<file path="config.mk">
export PLATFORM = sky130hd
export DESIGN_NAME = rename_top
export DESIGN_NICKNAME = d
export VERILOG_FILES = /design/src/source/rename_pkg.sv /design/src/source/rename_top.sv /design/src/source/rename_csr.sv /design/src/source/reorder_buffer.sv /design/src/source/register_map.sv
export SDC_FILE = /design/constraint.sdc
export NUM_CORES = 2
export LEC_CHECK = 0
export BUFFER_PORTS_ARGS = -buffer_cell sky130_fd_sc_hd__buf_2
export CELL_PAD_IN_SITES_DETAIL_PLACEMENT = 2
export CELL_PAD_IN_SITES_GLOBAL_PLACEMENT = 2
export CORE_ASPECT_RATIO = 0.6
export CORE_MARGIN = 2
export CORE_UTILIZATION = 43
export DETAILED_ROUTE_END_ITERATION = 10
export PLACE_DENSITY_LB_ADDON = 0.12
export SYNTH_ARGS = -nofsm -noshare
export SYNTH_HDL_FRONTEND = slang
export SYNTH_SLANG_ARGS = --single-unit
</file>
<file path="constraint.sdc">
create_clock -name clk -period 6.2 [get_ports clk]
set_input_delay 0.31 -clock clk [delete_from_list [all_inputs] [get_ports clk]]
set_output_delay 0.31 -clock clk [all_outputs]
set_load 0.005 [all_outputs]
</file>
<file path="src/source/rename_pkg.sv">
// Rename core shared definitions
package rename_pkg;

    // Architectural register file shape
    localparam int data_width_c = 32;
    localparam int reg_count_c  = 32;

    // Reorder buffer entries, which is also the number of rename tags
    localparam int rob_depth_c = 16;

    typedef logic [data_width_c-1:0]        data_t;
    typedef logic [$clog2(reg_count_c)-1:0] reg_idx_t;
    typedef logic [$clog2(rob_depth_c)-1:0] tag_t;
    // One bit wider than a tag so a full buffer can be counted
    typedef logic [$clog2(rob_depth_c):0]   count_t;
    typedef logic [1:0]                     csr_addr_t;

    // Configuration register word addresses
    localparam csr_addr_t ctrl_addr_c      = 2'd0;
    localparam csr_addr_t occupancy_addr_c = 2'd1;
    localparam csr_addr_t retired_addr_c   = 2'd2;

    // One instruction from the dispatch stage
    typedef struct packed {
        logic     valid;
        reg_idx_t rdest;
        reg_idx_t rsrc0;
        reg_idx_t rsrc1;
    } dispatch_req_t;

    // Operand state for one source register
    typedef struct packed {
        data_t data;
        tag_t  tag;
        logic  rdy;
    } src_rsp_t;

    // Full answer returned to the dispatch stage
    typedef struct packed {
        src_rsp_t src0;
        src_rsp_t src1;
        tag_t     alloc_tag;
    } lookup_rsp_t;

    // Result reported by an execution unit
    typedef struct packed {
        logic  valid;
        tag_t  tag;
        data_t data;
    } complete_t;

    // Retirement write into the register map
    typedef struct packed {
        logic     wr_en;
        reg_idx_t rdest;
        tag_t     tag;
        data_t    data;
    } writeback_t;

    // Dispatch tag update into the register map
    typedef struct packed {
        logic     wr_en;
        reg_idx_t rdest;
        tag_t     tag;
    } tag_write_t;

endpackage
</file>
<file path="src/source/rename_top.sv">
// Register rename core
`timescale 1ns/100ps

module rename_top
    import rename_pkg::*;
#(
    parameter int DEPTH = rob_depth_c,
    parameter int REGS  = reg_count_c
) (
    input  logic          clk,
    input  logic          n_rst,

    // Dispatch stage
    input  dispatch_req_t dispatch,
    output logic          dispatch_ready,
    output lookup_rsp_t   lookup,

    // Execution results
    input  complete_t     complete,

    // Wishbone configuration port
    input  logic          wb_cyc,
    input  logic          wb_stb,
    input  logic          wb_we,
    input  csr_addr_t     wb_adr,
    input  data_t         wb_dat_w,
    output data_t         wb_dat_r,
    output logic          wb_ack
);

    tag_write_t tag_wr;
    writeback_t retire_wb;
    count_t     occupancy;
    logic       retire_pulse;
    logic       retire_hold;
    logic       flush;
    src_rsp_t   src0;
    src_rsp_t   src1;
    tag_t       alloc_tag;

    // Operand state comes from the map, the new tag from the buffer
    assign lookup = '{src0: src0, src1: src1, alloc_tag: alloc_tag};

    register_map #(
        .REGS(REGS)
    ) register_map_inst (
        .clk    (clk),
        .n_rst  (n_rst),
        .flush  (flush),
        .tag_wr (tag_wr),
        .wb     (retire_wb),
        .rsrc0  (dispatch.rsrc0),
        .rsrc1  (dispatch.rsrc1),
        .src0   (src0),
        .src1   (src1)
    );

    reorder_buffer #(
        .DEPTH(DEPTH)
    ) reorder_buffer_inst (
        .clk            (clk),
        .n_rst          (n_rst),
        .dispatch       (dispatch),
        .dispatch_ready (dispatch_ready),
        .alloc_tag      (alloc_tag),
        .complete       (complete),
        .retire_hold    (retire_hold),
        .flush          (flush),
        .tag_wr         (tag_wr),
        .wb             (retire_wb),
        .occupancy      (occupancy),
        .retire_pulse   (retire_pulse)
    );

    rename_csr rename_csr_inst (
        .clk          (clk),
        .n_rst        (n_rst),
        .wb_cyc       (wb_cyc),
        .wb_stb       (wb_stb),
        .wb_we        (wb_we),
        .wb_adr       (wb_adr),
        .wb_dat_w     (wb_dat_w),
        .wb_dat_r     (wb_dat_r),
        .wb_ack       (wb_ack),
        .occupancy    (occupancy),
        .retire_pulse (retire_pulse),
        .retire_hold  (retire_hold),
        .flush        (flush)
    );

endmodule

</file>
<file path="src/source/rename_csr.sv">
// Rename configuration registers
`timescale 1ns/100ps

module rename_csr
    import rename_pkg::*;
(
    input  logic      clk,
    input  logic      n_rst,

    // Wishbone classic slave
    input  logic      wb_cyc,
    input  logic      wb_stb,
    input  logic      wb_we,
    input  csr_addr_t wb_adr,
    input  data_t     wb_dat_w,
    output data_t     wb_dat_r,
    output logic      wb_ack,

    // Status from the reorder buffer
    input  count_t    occupancy,
    input  logic      retire_pulse,

    // Control to the core
    output logic      retire_hold,
    output logic      flush
);

    logic  ack_q;
    logic  hold_q;
    logic  flush_q;
    data_t retired_q;
    logic  wr_stb;

    // A write lands on the edge that ends the acknowledge cycle
    assign wr_stb = wb_cyc && wb_stb && wb_we && ack_q;

    // Single-cycle acknowledge, one cycle after the request appears
    always_ff @(posedge clk, negedge n_rst) begin
        if (!n_rst) begin
            ack_q <= 1'b0;
        end else begin
            ack_q <= wb_cyc && wb_stb && !ack_q;
        end
    end

    // Control register, bit 1 only ever produces a one-cycle flush
    always_ff @(posedge clk, negedge n_rst) begin
        if (!n_rst) begin
            hold_q  <= 1'b0;
            flush_q <= 1'b0;
        end else begin
            flush_q <= wr_stb && (wb_adr == ctrl_addr_c) && wb_dat_w[1];
            if (wr_stb && (wb_adr == ctrl_addr_c)) begin
                hold_q <= wb_dat_w[0];
            end
        end
    end

    // Retired instruction count, any write to it clears it
    always_ff @(posedge clk, negedge n_rst) begin
        if (!n_rst) begin
            retired_q <= '0;
        end else if (wr_stb && (wb_adr == retired_addr_c)) begin
            retired_q <= '0;
        end else if (retire_pulse) begin
            retired_q <= retired_q + data_t'(1);
        end
    end

    // Read mux, the flush bit always reads back as zero
    always_comb begin
        case (wb_adr)
            ctrl_addr_c:      wb_dat_r = data_t'(hold_q);
            occupancy_addr_c: wb_dat_r = data_t'(occupancy);
            retired_addr_c:   wb_dat_r = retired_q;
            default:          wb_dat_r = '0;
        endcase
    end

    assign wb_ack      = ack_q;
    assign retire_hold = hold_q;
    assign flush       = flush_q;

endmodule

</file>
<file path="src/source/reorder_buffer.sv">
// In-order retirement buffer
`timescale 1ns/100ps

module reorder_buffer
    import rename_pkg::*;
#(
    parameter int DEPTH = 16
) (
    input  logic          clk,
    input  logic          n_rst,

    // Dispatch side, the allocated tag is the current tail
    input  dispatch_req_t dispatch,
    output logic          dispatch_ready,
    output tag_t          alloc_tag,

    // Results from the execution units
    input  complete_t     complete,

    // Control from the configuration block
    input  logic          retire_hold,
    input  logic          flush,

    // Updates to the register map
    output tag_write_t    tag_wr,
    output writeback_t    wb,

    // Status for the configuration block
    output count_t        occupancy,
    output logic          retire_pulse
);

    // Pointers wrap at DEPTH, which also fits a tag exactly
    tag_t   head_q;
    tag_t   tail_q;
    count_t count_q;

    // Per-entry control flags
    logic [DEPTH-1:0] valid_q;
    logic [DEPTH-1:0] done_q;

    // Per-entry payload
    reg_idx_t rdest_q [DEPTH];
    data_t    data_q  [DEPTH];

    logic do_dispatch;
    logic do_complete;
    logic do_retire;

    function automatic tag_t next_ptr(input tag_t ptr);
        if (ptr == tag_t'(DEPTH - 1)) begin
            return '0;
        end
        return ptr + tag_t'(1);
    endfunction

    // Back-pressure while full or while the flush pulse is high
    assign dispatch_ready = (count_q != count_t'(DEPTH)) && !flush;
    assign do_dispatch    = dispatch.valid && dispatch_ready;

    // Results for entries that are not allocated are dropped
    assign do_complete = complete.valid && valid_q[complete.tag] && !flush;

    // Only the oldest entry may leave, and only once it has its result
    assign do_retire = valid_q[head_q] && done_q[head_q] && !retire_hold && !flush;

    // Control state
    always_ff @(posedge clk, negedge n_rst) begin
        if (!n_rst) begin
            head_q  <= '0;
            tail_q  <= '0;
            count_q <= '0;
            valid_q <= '0;
            done_q  <= '0;
        end else if (flush) begin
            // Everything in flight is discarded
            head_q  <= '0;
            tail_q  <= '0;
            count_q <= '0;
            valid_q <= '0;
            done_q  <= '0;
        end else begin
            if (do_dispatch) begin
                valid_q[tail_q] <= 1'b1;
                done_q[tail_q]  <= 1'b0;
                tail_q          <= next_ptr(tail_q);
            end
            if (do_complete) begin
                done_q[complete.tag] <= 1'b1;
            end
            // Retire comes last so a late duplicate result cannot revive the entry
            if (do_retire) begin
                valid_q[head_q] <= 1'b0;
                done_q[head_q]  <= 1'b0;
                head_q          <= next_ptr(head_q);
            end
            // Dispatch and retire together leave the count unchanged
            case ({do_dispatch, do_retire})
                2'b10:   count_q <= count_q + count_t'(1);
                2'b01:   count_q <= count_q - count_t'(1);
                default: count_q <= count_q;
            endcase
        end
    end

    // Payload storage
    always_ff @(posedge clk) begin
        if (do_dispatch) begin
            rdest_q[tail_q] <= dispatch.rdest;
        end
        if (do_complete) begin
            data_q[complete.tag] <= complete.data;
        end
    end

    assign alloc_tag = tail_q;

    // Tag update for the destination of the accepted instruction
    assign tag_wr.wr_en = do_dispatch;
    assign tag_wr.rdest = dispatch.rdest;
    assign tag_wr.tag   = tail_q;

    // Head entry goes back to the map on retirement
    assign wb.wr_en = do_retire;
    assign wb.rdest = rdest_q[head_q];
    assign wb.tag   = head_q;
    assign wb.data  = data_q[head_q];

    assign occupancy    = count_q;
    assign retire_pulse = do_retire;

endmodule

</file>
<file path="src/source/register_map.sv">
// Renamed register map
`timescale 1ns/100ps

module register_map
    import rename_pkg::*;
#(
    parameter int REGS = 32
) (
    input  logic       clk,
    input  logic       n_rst,

    // Pulses for one cycle to drop every outstanding tag
    input  logic       flush,

    // New producer tag for a destination register
    input  tag_write_t tag_wr,

    // Retired result for a destination register
    input  writeback_t wb,

    // Source register numbers and their lookup results
    input  reg_idx_t   rsrc0,
    input  reg_idx_t   rsrc1,
    output src_rsp_t   src0,
    output src_rsp_t   src1
);

    // Data and tag need no reset and can map onto RAM
    // Entry 0 of both is never written since r0 is hardwired
    data_t data_q [REGS];
    tag_t  tag_q  [REGS];

    // Ready bits are real flops because they must come up set
    logic [REGS-1:0] rdy_q;

    // One-hot selects, bit 0 always stays low so r0 is never touched
    logic [REGS-1:0] tag_wr_sel;
    logic [REGS-1:0] wb_sel;

    always_comb begin
        tag_wr_sel = '0;
        wb_sel     = '0;
        for (int i = 1; i < REGS; i++) begin
            tag_wr_sel[i] = tag_wr.wr_en && (tag_wr.rdest == reg_idx_t'(i));
            wb_sel[i]     = wb.wr_en && (wb.rdest == reg_idx_t'(i));
        end
    end

    // Tags follow dispatch and data follows retirement
    always_ff @(posedge clk) begin
        for (int i = 1; i < REGS; i++) begin
            if (tag_wr_sel[i]) begin
                tag_q[i] <= tag_wr.tag;
            end
            // Retired data is always architecturally newest, even if a
            // younger producer for the same register is still in flight
            if (wb_sel[i]) begin
                data_q[i] <= wb.data;
            end
        end
    end

    // Ready priority is flush, then a new tag, then a matching write-back
    always_ff @(posedge clk, negedge n_rst) begin
        if (!n_rst) begin
            rdy_q <= '1;
        end else if (flush) begin
            // The map already holds the last retired values, so dropping
            // the tags is enough to recover
            rdy_q <= '1;
        end else begin
            for (int i = 0; i < REGS; i++) begin
                if (tag_wr_sel[i]) begin
                    rdy_q[i] <= 1'b0;
                end else if (wb_sel[i] && (wb.tag == tag_q[i])) begin
                    // A stale tag means a younger instruction still owns the register
                    rdy_q[i] <= 1'b1;
                end
            end
        end
    end

    // Lookup reads the state from before the current edge
    function automatic src_rsp_t read_src(input reg_idx_t idx);
        src_rsp_t rsp;
        if (idx == '0) begin
            rsp.data = '0;
            rsp.tag  = '0;
            rsp.rdy  = 1'b1;
        end else begin
            rsp.data = data_q[idx];
            rsp.tag  = tag_q[idx];
            rsp.rdy  = rdy_q[idx];
        end
        return rsp;
    endfunction

    always_comb begin
        src0 = read_src(rsrc0);
        src1 = read_src(rsrc1);
    end

endmodule

</file>
==> impl_metrics.json <==
{
  "grt_pass1_wl_mm": 428,
  "critical_path_class": "flip-flop to flip-flop",
  "final_common_cell": "edfxtp_1",
  "hp-class": "primary input to flip-flop",
  "boundaryPins": 204,
  "dr.pass1.iters": 5,
  "ir_worst_vdd_uv": 385,
  "die_width_um": 571,
  "cp_max_fo": 72,
  "tns_ns": 0,
  "syn_to_final_growth_pct": 13.0,
  "yosysWarnings": 0,
  "antenna_found_initial": 16,
  "place.gp.congestion": 0.827,
  "rsz0062_at_grt": "no",
  "max-cap-violations": 0,
  "cpPeakStageDelay_ns": 1.19,
  "ant_nets": 0,
  "endpoint_kind": "flip-flop",
  "rows": 124,
  "synth-seq-cells": 1819,
  "avgViaCountPerCell": 6.65,
  "layout_common_cells": "edfxtp_1 (1708), mux4_2 (491), mux2i_1 (444)",
  "coreArea_um2": 191000,
  "postLayoutCoreUtil_pct": 49.1,
  "synthCells": 4968,
  "vias": 52300,
  "syn_nets": 5072,
  "slew_headroom_pct": 17.7,
  "finalHoldViolations": 0,
  "place_ws_ns": 1.22,
  "fmax_mhz": 198,
  "synth-async-reset-ratio_pct": 6.10,
  "dieArea_um2": 197000,
  "final_max_slew_viol_count": 0,
  "finalSetupViolations": 0,
  "grt_max_degree": 142,
  "tightest_slew_ns": 1.23,
  "clock_sinks": 1819,
  "timing.final.crit_share_pct": 81.4,
  "dp_hpwl_mm": 178,
  "r2r-start": "reorder_buffer_inst.head_q[1]",
  "path_depth": 4,
  "postCtsSetupBuffers": 0,
  "numCtsBuffers": 186,
  "crit_chain": "buf_4 > buf_4 > mux4_2 > mux4_2",
  "cpLargestDelayFamily": "buffers and inverters",
  "io_buffers": 173,
  "cts-root-buf": "clkbuf_16",
  "start_util_pct": 43.4,
  "synth-edff-count": 1708,
  "path_buf_inv": 2,
  "yosysSeqAreaShare_pct": 65.2,
  "cts_tree": "built",
  "nNetsFinal": 5239,
  "drt_first_iter_violations": 6407,
  "finalWirelength_mm": 304,
  "cp.required_ns": 6.57,
  "wl_per_cell_um": 38.6,
  "n_fill_cell": 17300,
  "syn_avg_cell_area_um2": 16.7,
  "crit_path_start_kind": "flip-flop",
  "cpMaxStageDelayCell": "dfrtp_4",
  "endpoint": "register_map_inst.data_q[25][21]",
  "track_usage_pct": 30.7,
  "crit_start": "reorder_buffer_inst.head_q[1]",
  "drc": 0,
  "htreeDepth": 4,
  "reg2reg_depth": 4,
  "path_clk_slew_ns": 0.06,
  "power_leakage_uw": 0.0303,
  "skew_ns": 0.0770,
  "r2r-end": "register_map_inst.data_q[25][21]",
  "grt_pass1_vias": 55400,
  "drive_above_1_share_pct": 23.4,
  "worstSkewPairLatency_ns": 0.88,
  "arrival_ns": 5.42,
  "status": "completed",
  "synth.distinct_cells": 59,
  "grt_overflow": 0,
  "syn-cell-area_um2": 83000,
  "synth_flop_cell": "edfxtp_1",
  "clockBufferDepth": 4,
  "period_needed_ns": 5.05,
  "die_h_um": 344,
  "fin_ws_ns": 1.15,
  "power.density_nw_per_um2": 404,
  "reg2reg_slack_ns": 1.15
}
-- cell families (layout without fill, tap and decap cells) --
logic type,Yosys count,after routing,synth area share [%]
adders and majority gates,12,12,0.181
DFF,1819,1819,65.2
buffers and inverters,416,724,2.06
AOI/OAI and AO/OA,991,991,7.67
xor gates and xnor gates,130,130,1.37
muxes,1016,1016,19.8
and+or+nand+nor,584,584,3.76
other,0,5,0
-- how the worst min path moves through the flow --
stage,startpoint,to,depth (start not counted),slack (ns)
floorplan,n_rst,rename_csr_inst.flush,0,0.01
detailed placement,rename_csr_inst.wb_ack,rename_csr_inst.wb_ack,1,0.45
global route,dispatch[12],reorder_buffer_inst.rdest_q[2][2],1,0.01
global placement,rename_csr_inst.wb_ack,rename_csr_inst.wb_ack,1,0.45
finish,dispatch[12],reorder_buffer_inst.rdest_q[2][2],1,0.02
CTS,dispatch[12],reorder_buffer_inst.rdest_q[1][2],1,0.001
-- synthesized netlist by cell type, drive strengths merged, types with 32 or more instances --
cell	number	share of area, %
o221ai	144	1.5
xnor2	127	1.3
o21a	79	0.71
mux2i	444	5.4
nand3	32	0.19
nor3b	74	0.67
and2	35	0.26
nor2	196	0.89
nand2	58	0.26
mux2	81	1.1
o22ai	181	1.4
o21ai	158	0.95
dfrtp	80	2.4
mux4	491	13
or3	42	0.32
nand4	40	0.30
buf	149	0.86
inv	38	0.17
edfxtp	1708	62
a211oi	102	0.92
a21oi	272	1.6
clkbuf	229	1.0
-- cell type report --
type	count	area [µm²]	area share, %
clock buffer	237	4960	5.29
sequential	1819	54100	57.7
clock inverter	92	916	0.977
multi-input combinational	2733	27600	29.4
inverter	38	145	0.155
tap	2583	3230	3.45
antenna	5	12.5	0.0133
timing repair buffer	357	2790	2.98
-- layer usage --
metal  up-vias  GRT usage (%)  routed length, µm
li1      20900              -                  -
met5         -          0.237                114
met4        12           6.92               6540
met3       417           5.90              25100
met2      2363           46.4             136000
met1     28600           46.0             136000
-- through the flow --
| stage | std cells | hold WS (ns) | cell area (µm²) | power [µW] |
|---|---|---|---|---|
| after floorplan | 4968 | 0.0144 | 83000 | 22400 |
| after global placement | 7489 | 0.445 | 87500 | 26200 |
| after detailed placement | 7489 | 0.453 | 87500 | 26600 |
| after CTS | 7859 | 0.00137 | 93800 | 38000 |
| after global routing | 7862 | 0.0140 | 93800 | 39100 |
| final | 7864 | 0.0248 | 93800 | 37800 |
-- registers in the layout, summed over array words and instances (netlist names) --
| name | cells |
|---|---|
| reorder_buffer_inst.rdest_q | 80 |
| reorder_buffer_inst.valid_q | 16 |
| register_map_inst.tag_q | 124 |
| reorder_buffer_inst.data_q | 512 |
| reorder_buffer_inst.done_q | 16 |
| register_map_inst.rdy_q | 31 |
| rename_csr_inst.retire_hold | 1 |
| rename_csr_inst.wb_ack | 1 |
| reorder_buffer_inst.occupancy | 5 |
| rename_csr_inst.retired_q | 32 |
| register_map_inst.data_q | 992 |
| reorder_buffer_inst.alloc_tag | 4 |
| reorder_buffer_inst.head_q | 4 |
| rename_csr_inst.flush | 1 |
-- timing repair --
item | in CTS | in global routing
resized for setup | 0 | 0
hold buffers | 41 | 0
hold endpoints to repair | 573 | 0
setup endpoints to repair | 0 | 0
-- power breakdown --
group / internal (µW) / switching [µW]
Combinational: 2880 / 6470
Sequential: 16300 / 805
Clock: 6420 / 4970
No activity file was read; power rests on OpenSTA's default activity.
